==> src/adc_rx_pkg.sv <==
`default_nettype none

package adc_rx_pkg;

  // One lane for one lclk_d4 cycle, bit 3 arrives first
  typedef logic [3:0] nibble_t;

  // Five bits of one lane, half a sample, bit 4 arrives first
  typedef logic [4:0] frame_word_t;

  // Count of buffered bits not yet emitted, 0 to 8
  typedef logic [3:0] fill_t;

  // Full 10-bit sample of one channel
  typedef struct packed {
    // Sample bits 9..5 from lane A
    frame_word_t hi;
    // Sample bits 4..0 from lane B
    frame_word_t lo;
  } adc_sample_t;

  // Both lanes of one channel for one cycle
  typedef struct packed {
    nibble_t lane_a;
    nibble_t lane_b;
  } lane_pair_t;

  // Frame clock across one sample period
  // High for three bit times, then low for two
  localparam frame_word_t FRAME_PATTERN = 5'b11100;

  // Bits per word and bits per nibble
  localparam int WORD_BITS = 5;
  localparam int NIB_BITS  = 4;

  // Aligner states
  typedef enum logic [1:0] {
    ALIGN_IDLE   = 2'd0,
    ALIGN_HUNT   = 2'd1,
    ALIGN_LOCKED = 2'd2
  } align_state_t;

endpackage

`default_nettype wire

==> src/adc_channel.sv <==
`timescale 1ns/1ps
`default_nettype none

module adc_channel (
  input  wire                          rst,
  input  wire                          lclk_d4,
  input  wire adc_rx_pkg::lane_pair_t   lanes_i,
  input  wire adc_rx_pkg::fill_t        fill_i,
  input  wire                          emit_i,
  output adc_rx_pkg::adc_sample_t       sample_o
);

  adc_rx_pkg::frame_word_t word_a;
  adc_rx_pkg::frame_word_t word_b;
  adc_rx_pkg::adc_sample_t sample_d;
  adc_rx_pkg::adc_sample_t sample_q;

  // Lane A carries the upper half of the sample
  lane_gearbox u_gearbox_a (
    .rst     (rst),
    .lclk_d4 (lclk_d4),
    .nib_i   (lanes_i.lane_a),
    .fill_i  (fill_i),
    .word_o  (word_a)
  );

  // Lane B carries the lower half
  lane_gearbox u_gearbox_b (
    .rst     (rst),
    .lclk_d4 (lclk_d4),
    .nib_i   (lanes_i.lane_b),
    .fill_i  (fill_i),
    .word_o  (word_b)
  );

  always_comb begin
    sample_d.hi = word_a;
    sample_d.lo = word_b;
  end

  // Hold the last sample between emits
  always_ff @(posedge lclk_d4) begin
    if (emit_i) begin
      sample_q <= sample_d;
    end
  end

  assign sample_o = sample_q;

endmodule

`default_nettype wire

==> src/adc_rx_top.sv <==
`timescale 1ns/1ps
`default_nettype none

module adc_rx_top #(
  parameter int NUM_CH = 4
) (
  input  wire                          rst,
  input  wire                          lclk_d4,
  input  wire                          sync_i,
  input  wire adc_rx_pkg::nibble_t      fclk_i,
  input  wire adc_rx_pkg::lane_pair_t   lanes_i [NUM_CH],
  output logic                         locked_o,
  output logic                         sample_valid_o,
  output adc_rx_pkg::adc_sample_t       samples_o [NUM_CH]
);

  logic                    load;
  adc_rx_pkg::fill_t       load_fill;
  adc_rx_pkg::fill_t       fill;
  logic                    word_done;
  adc_rx_pkg::frame_word_t frame_word;
  logic                    emit;
  logic                    sample_valid_q;

  frame_align_fsm u_align (
    .rst          (rst),
    .lclk_d4      (lclk_d4),
    .sync_i       (sync_i),
    .fclk_nib_i   (fclk_i),
    .frame_word_i (frame_word),
    .word_done_i  (word_done),
    .load_o       (load),
    .load_fill_o  (load_fill),
    .emit_o       (emit),
    .locked_o     (locked_o)
  );

  // One bit phase shared by all lanes
  bit_fill_counter u_fill (
    .rst         (rst),
    .lclk_d4     (lclk_d4),
    .load_i      (load),
    .load_fill_i (load_fill),
    .fill_o      (fill),
    .word_done_o (word_done)
  );

  // Frame clock lane, same regrouping as the data lanes
  lane_gearbox u_fclk_gearbox (
    .rst     (rst),
    .lclk_d4 (lclk_d4),
    .nib_i   (fclk_i),
    .fill_i  (fill),
    .word_o  (frame_word)
  );

  for (genvar ch = 0; ch < NUM_CH; ch++) begin : g_ch
    adc_channel u_channel (
      .rst      (rst),
      .lclk_d4  (lclk_d4),
      .lanes_i  (lanes_i[ch]),
      .fill_i   (fill),
      .emit_i   (emit),
      .sample_o (samples_o[ch])
    );
  end

  // Valid lines up with the channel sample registers
  always_ff @(posedge lclk_d4) begin
    if (rst) begin
      sample_valid_q <= 1'b0;
    end else begin
      sample_valid_q <= emit;
    end
  end

  assign sample_valid_o = sample_valid_q;

endmodule

`default_nettype wire

==> src/bit_fill_counter.sv <==
`timescale 1ns/1ps
`default_nettype none

module bit_fill_counter (
  input  wire                    rst,
  input  wire                    lclk_d4,
  input  wire                    load_i,
  input  wire adc_rx_pkg::fill_t load_fill_i,
  output adc_rx_pkg::fill_t      fill_o,
  output logic                   word_done_o
);

  adc_rx_pkg::fill_t fill_q;
  adc_rx_pkg::fill_t fill_d;
  adc_rx_pkg::fill_t fill_sum;

  // Four new bits arrive every cycle
  assign fill_sum = fill_q + adc_rx_pkg::fill_t'(adc_rx_pkg::NIB_BITS);

  // A word completes once five bits are held, never on a load
  assign word_done_o = !load_i && (fill_sum >= adc_rx_pkg::fill_t'(adc_rx_pkg::WORD_BITS));

  always_comb begin
    if (load_i) begin
      fill_d = load_fill_i;
    end else if (word_done_o) begin
      fill_d = fill_sum - adc_rx_pkg::fill_t'(adc_rx_pkg::WORD_BITS);
    end else begin
      fill_d = fill_sum;
    end
  end

  always_ff @(posedge lclk_d4) begin
    if (rst) begin
      fill_q <= '0;
    end else begin
      fill_q <= fill_d;
    end
  end

  // Bits held before this cycle's nibble
  assign fill_o = fill_q;

endmodule

`default_nettype wire

==> src/frame_align_fsm.sv <==
`timescale 1ns/1ps
`default_nettype none

module frame_align_fsm (
  input  wire                         rst,
  input  wire                         lclk_d4,
  input  wire                         sync_i,
  input  wire adc_rx_pkg::nibble_t     fclk_nib_i,
  input  wire adc_rx_pkg::frame_word_t frame_word_i,
  input  wire                         word_done_i,
  output logic                        load_o,
  output adc_rx_pkg::fill_t           load_fill_o,
  output logic                        emit_o,
  output logic                        locked_o
);

  adc_rx_pkg::align_state_t state_q;
  adc_rx_pkg::align_state_t state_d;
  logic       sync_q1;
  logic       sync_q2;
  logic       sync_rise;
  logic       fclk_last_q;
  logic [4:0] fclk_stream;
  logic       edge_found;
  logic [1:0] edge_pos;
  logic       armed_q;
  logic       word_match;

  // Two-flop synchronizer on the sync level
  always_ff @(posedge lclk_d4) begin
    if (rst) begin
      sync_q1 <= 1'b0;
      sync_q2 <= 1'b0;
    end else begin
      sync_q1 <= sync_i;
      sync_q2 <= sync_q1;
    end
  end

  assign sync_rise = sync_q1 & ~sync_q2;

  // Last frame bit of the previous cycle
  always_ff @(posedge lclk_d4) begin
    fclk_last_q <= fclk_nib_i[0];
  end

  assign fclk_stream = {fclk_last_q, fclk_nib_i};

  // Earliest rising edge of the frame clock within this nibble
  always_comb begin
    edge_found = 1'b0;
    edge_pos   = 2'd0;
    for (int p = 3; p >= 0; p--) begin
      if (!fclk_stream[4 - p] && fclk_stream[3 - p]) begin
        edge_found = 1'b1;
        edge_pos   = 2'(p);
      end
    end
  end

  assign word_match  = (frame_word_i == adc_rx_pkg::FRAME_PATTERN);
  assign load_o      = (state_q == adc_rx_pkg::ALIGN_HUNT) && !armed_q && edge_found;
  // Keep only the bits from the edge onwards
  assign load_fill_o = 4'd4 - {2'b00, edge_pos};
  assign emit_o      = (state_q == adc_rx_pkg::ALIGN_LOCKED) && word_done_i && word_match;
  assign locked_o    = (state_q == adc_rx_pkg::ALIGN_LOCKED);

  always_comb begin
    state_d = state_q;
    case (state_q)
      adc_rx_pkg::ALIGN_IDLE: begin
        if (sync_rise) begin
          state_d = adc_rx_pkg::ALIGN_HUNT;
        end
      end
      adc_rx_pkg::ALIGN_HUNT: begin
        // First word after the load decides
        if (armed_q && word_done_i && word_match) begin
          state_d = adc_rx_pkg::ALIGN_LOCKED;
        end
      end
      adc_rx_pkg::ALIGN_LOCKED: begin
        if (word_done_i && !word_match) begin
          state_d = adc_rx_pkg::ALIGN_HUNT;
        end
      end
      default: state_d = adc_rx_pkg::ALIGN_IDLE;
    endcase
  end

  always_ff @(posedge lclk_d4) begin
    if (rst) begin
      state_q <= adc_rx_pkg::ALIGN_IDLE;
      armed_q <= 1'b0;
    end else begin
      state_q <= state_d;
      if (load_o) begin
        armed_q <= 1'b1;
      end else if (armed_q && word_done_i) begin
        armed_q <= 1'b0;
      end
    end
  end

endmodule

`default_nettype wire

==> src/lane_gearbox.sv <==
`timescale 1ns/1ps
`default_nettype none

module lane_gearbox (
  input  wire                       rst,
  input  wire                       lclk_d4,
  input  wire adc_rx_pkg::nibble_t   nib_i,
  input  wire adc_rx_pkg::fill_t     fill_i,
  output adc_rx_pkg::frame_word_t    word_o
);

  logic [11:0] hist_q;
  logic [16:0] ext_w;

  // Shift history, newest nibble in the low bits
  always_ff @(posedge lclk_d4) begin
    if (rst) begin
      hist_q <= '0;
    end else begin
      hist_q <= {hist_q[7:0], nib_i};
    end
  end

  // History plus current nibble, padded by one so fill zero stays in range
  assign ext_w = {hist_q, nib_i, 1'b0};

  // Oldest five buffered bits sit at fill+3 down to fill-1 of history and nibble
  assign word_o = ext_w[fill_i +: 5];

endmodule

`default_nettype wire

==> config.mk <==
export PLATFORM = sky130hd
export DESIGN_NAME = adc_rx_top
export DESIGN_NICKNAME = d
export VERILOG_FILES = /design/src/adc_rx_pkg.sv /design/src/adc_channel.sv /design/src/adc_rx_top.sv /design/src/bit_fill_counter.sv /design/src/frame_align_fsm.sv /design/src/lane_gearbox.sv
export SDC_FILE = /design/constraint.sdc
export NUM_CORES = 1
export LEC_CHECK = 0
export ABC_AREA = 0
export BUFFER_PORTS_ARGS = -buffer_cell sky130_fd_sc_hd__buf_2
export CAP_MARGIN = 15
export CORE_AREA = 3 3 131 133
export DETAILED_ROUTE_END_ITERATION = 12
export DIE_AREA = 0 0 134 136
export PLACE_DENSITY = 0.76
export SETUP_SLACK_MARGIN = 0.02
export SYNTH_ARGS = -nofsm -noshare
export SYNTH_HDL_FRONTEND = slang
export SYNTH_SLANG_ARGS = --single-unit
==> constraint.sdc <==
create_clock -name lclk_d4 -period 5.1 [get_ports lclk_d4]
set_input_delay 1.02 -clock lclk_d4 [delete_from_list [all_inputs] [get_ports lclk_d4]]
set_output_delay 1.02 -clock lclk_d4 [all_outputs]
set_load 0.02 [all_outputs]
==> flow_metrics.env <==
export IMPL_ys_types=56
export IMPL_run_status="finished, final reports clean"
export IMPL_cp_max_fo=43
export IMPL_cts_made_buffers=17
export IMPL_portBuffers=80
export IMPL_ios=81
export IMPL_antenna_cells=0
export IMPL_cts_resized=0
export IMPL_wl_per_cell_um=18.8
export IMPL_final_period_utilization_pct=66.9
export IMPL_area_growth_pct=11.3
export IMPL_ys_flop_type="dfxtp_1"
export IMPL_synth_edf_count=40
export IMPL_clkPwrFrac_pct=26.5
export IMPL_worst_hold_path_endpoint="u_align.sync_q2"
export IMPL_clk_pin_slew_ps=60
export IMPL_power_leakage_nw=3.64
export IMPL_grt_util_met2_pct=34.1
export IMPL_switchingPower_mw=1.74
export IMPL_rr_endpoint="g_ch[2].u_channel.sample_o[2]"
export IMPL_synthArstFlopShare_pct=0
export IMPL_setup_tns_final_ps=0
export IMPL_vdd_drop_max_mv=0.279
export IMPL_hold_path_class="reg -> reg"
export IMPL_yosys_warnings=0
export IMPL_cellPowerDensity_mw_per_mm2=489
export IMPL_setup_violations=0
export IMPL_endpoint_kind="flip-flop"
export IMPL_ys_seq_area_share_pct=41.1
export IMPL_p_int_mw=3.00
export IMPL_grt_use_met3_pct=6.51
export IMPL_wl_um=20300
export IMPL_clkSinkCount=159
export IMPL_grt_pass1_vias=6128
export IMPL_final_antenna_net_count=0
export IMPL_die_w_um=134
export IMPL_tritoncts="built"
export IMPL_fin_crit_ps=3410
export IMPL_met1_usage_pct=31.1
export IMPL_cp_start_kind="flip-flop"
export IMPL_critical_path_class="reg -> reg"
export IMPL_hp_start="u_align.sync_q1"
export IMPL_p_sw_share_pct=36.7
export IMPL_cts_hold_buf=0
export IMPL_pwr_share_seq_pct=34.6
export IMPL_tightest_slew_ps=1060
export IMPL_rsz0062_at_grt="false"
export IMPL_grt_usage_pct=22.6
export IMPL_clockRootBuffer="clkbuf_16"
export IMPL_grt_max_degree=81
export IMPL_die_area_mm2=0.0182
export IMPL_slew_headroom_pct=29.2
export IMPL_rrSetupSlack_ps=1690
export IMPL_vias_per_cell=6.08
export IMPL_avgSynthCellArea_um2=10.7
export IMPL_antenna_found_initial=0
export IMPL_ys_ff_latch=159
export IMPL_r2r_start="u_fill.fill_o[1]"
export IMPL_syn_nets=855
export IMPL_final_util_pct=60.8
export IMPL_total_power_mw=4.74
export IMPL_drive_above_1_share_pct=23.2
export IMPL_fin_worst_skew_ps=9.45
export IMPL_dp_final_hpwl_um=12800
export IMPL_cp_arrival_ps=3470
export IMPL_synth_cells=812
export IMPL_grt_first_pass_wirelength_um=32600
export IMPL_drv_slew=0
export IMPL_placeableCoreArea_mm2=0.0159
export IMPL_rows=46
export IMPL_htree_levels=4
export IMPL_top_usage_layer="met2"
export IMPL_place_congestion=0.868
export IMPL_worst_ep_required_time_ps=5160
export IMPL_clock_latency_ps=430
export IMPL_hold_depth=1
export IMPL_maxCapViolations=0
export IMPL_setup_ws_ps=1690
export IMPL_drt_initial_drc_count=786
export IMPL_pwr_share_comb_pct=38.9
export IMPL_layout_common_cells="nor2b_1, dfxtp_1, buf_2"
export IMPL_die_y_um=136
export IMPL_cts_buffer_depth=2
export IMPL_max_freq_ghz=0.293
export IMPL_final_common_cell="nor2b_1"
export IMPL_dr_pass1_iters=5
export IMPL_dp_slack_ps=1680
export IMPL_gr_total_overflow=0
export IMPL_route_detailed_drc=0
export IMPL_ff2ff_path_depth=7
export IMPL_final_hold_violation_count=0
export IMPL_floorplan_initialDensity_pct=54.6
export IMPL_cts_setup_buffers=0
export IMPL_synth_area_mm2=0.00871
export IMPL_nets=893
export IMPL_num_vias=6565
-- logic make-up (layout without fill, tap and decap cells) --
family	Yosys count	count (layout)	share of synthesized area, %
flops	159	159	41.1
simple gates	269	269	15.8
compound gates	170	170	13.8
buf+inv	77	128	4.67
mux	131	131	23.8
fa+ha+maj	4	4	0.575
xor+xnor	2	2	0.201
-- Yosys cell counts, types with 10 or more instances --
| library cell | count | area [µm²] |
|---|---|---|
| mux4_2 | 57 | 1280 |
| o21ai_1 | 13 | 65.1 |
| dfxtp_1 | 119 | 2380 |
| buf_2 | 16 | 80.1 |
| nor2_1 | 74 | 278 |
| clkbuf_1 | 30 | 113 |
| edfxtp_1 | 40 | 1200 |
| nand2_1 | 52 | 195 |
| mux2_2 | 10 | 113 |
| nor2b_1 | 121 | 757 |
| o21ai_0 | 11 | 55.1 |
| mux2_1 | 25 | 282 |
| a211oi_1 | 19 | 143 |
| a21oi_1 | 42 | 210 |
| buf_4 | 11 | 82.6 |
| a221oi_1 | 15 | 131 |
| mux2i_1 | 38 | 380 |
-- cell type report --
| class | instances | area, µm² |
|---|---|---|
| Clock inverter | 9 | 67.6 |
| Multi-Input combinational cell | 576 | 4730 |
| Sequential cell | 159 | 3590 |
| Inverter | 8 | 30.0 |
| Tap cell | 216 | 270 |
| Timing Repair Buffer | 88 | 475 |
| Clock buffer | 23 | 531 |
| Fill cell | 1322 | 6250 |
-- critical path, stage by stage (launching register included) --
cell,delay (ps)
dfxtp_2,510
inv_2,750
nor4_1,160
or4_4,570
a311oi_2,220
a41oi_2,110
nor3_4,190
buf_4,490
-- how the worst max path moves through the flow --
stage | startpoint | to | slack, ps
2_1_floorplan | fclk_i[1] | g_ch[0].u_channel.sample_o[0] | 1020
3_3_place_gp | u_fill.fill_o[0] | g_ch[0].u_channel.sample_o[4] | 1710
3_5_place_dp | u_fill.fill_o[0] | g_ch[0].u_channel.sample_o[4] | 1680
4_1_cts | u_fill.fill_o[0] | g_ch[0].u_channel.sample_o[0] | 1670
5_1_grt | u_fill.fill_o[0] | g_ch[3].u_channel.sample_o[5] | 1470
6_report | u_fill.fill_o[1] | g_ch[2].u_channel.sample_o[2] | 1690
-- power by group through the flow --
stage / Clock, mW / Combinational (mW) / Sequential, mW
floorplan: 0 / 1.70 / 1.47
global placement: 0 / 1.76 / 1.66
detailed placement: 0 / 1.78 / 1.67
CTS: 1.27 / 1.81 / 1.64
global route: 1.33 / 2.00 / 1.66
finish: 1.26 / 1.84 / 1.64
-- state kept, by name, summed over array words and instances (netlist names) --
name,cells
g_ch.u_channel.u_gearbox_a.hist_q,48
g_ch.u_channel.u_gearbox_b.hist_q,48
g_ch.u_channel.sample_o,40
u_fclk_gearbox.hist_q,12
u_fill.fill_o,4
u_align.state_q,2
sample_valid_o,1
u_align.armed_q,1
u_align.fclk_last_q,1
u_align.sync_q1,1
u_align.sync_q2,1
-- through the flow --
stage          hold WS [ps]  area (µm²)  cells
5_1_grt                 479        9700   1079
6_report                467        9700   1079
4_1_cts                 468        9680   1078
3_5_place_dp            458        9080   1046
3_3_place_gp            443        9080   1046
2_1_floorplan           430        8710    812
-- layer usage --
metal | wire length [µm] | vias up
met5 | 0 | -
met4 | 463 | 0
met3 | 1580 | 35
met2 | 9260 | 303
met1 | 8970 | 3149
li1 | - | 3078
(Power assumes the default switching activity.)
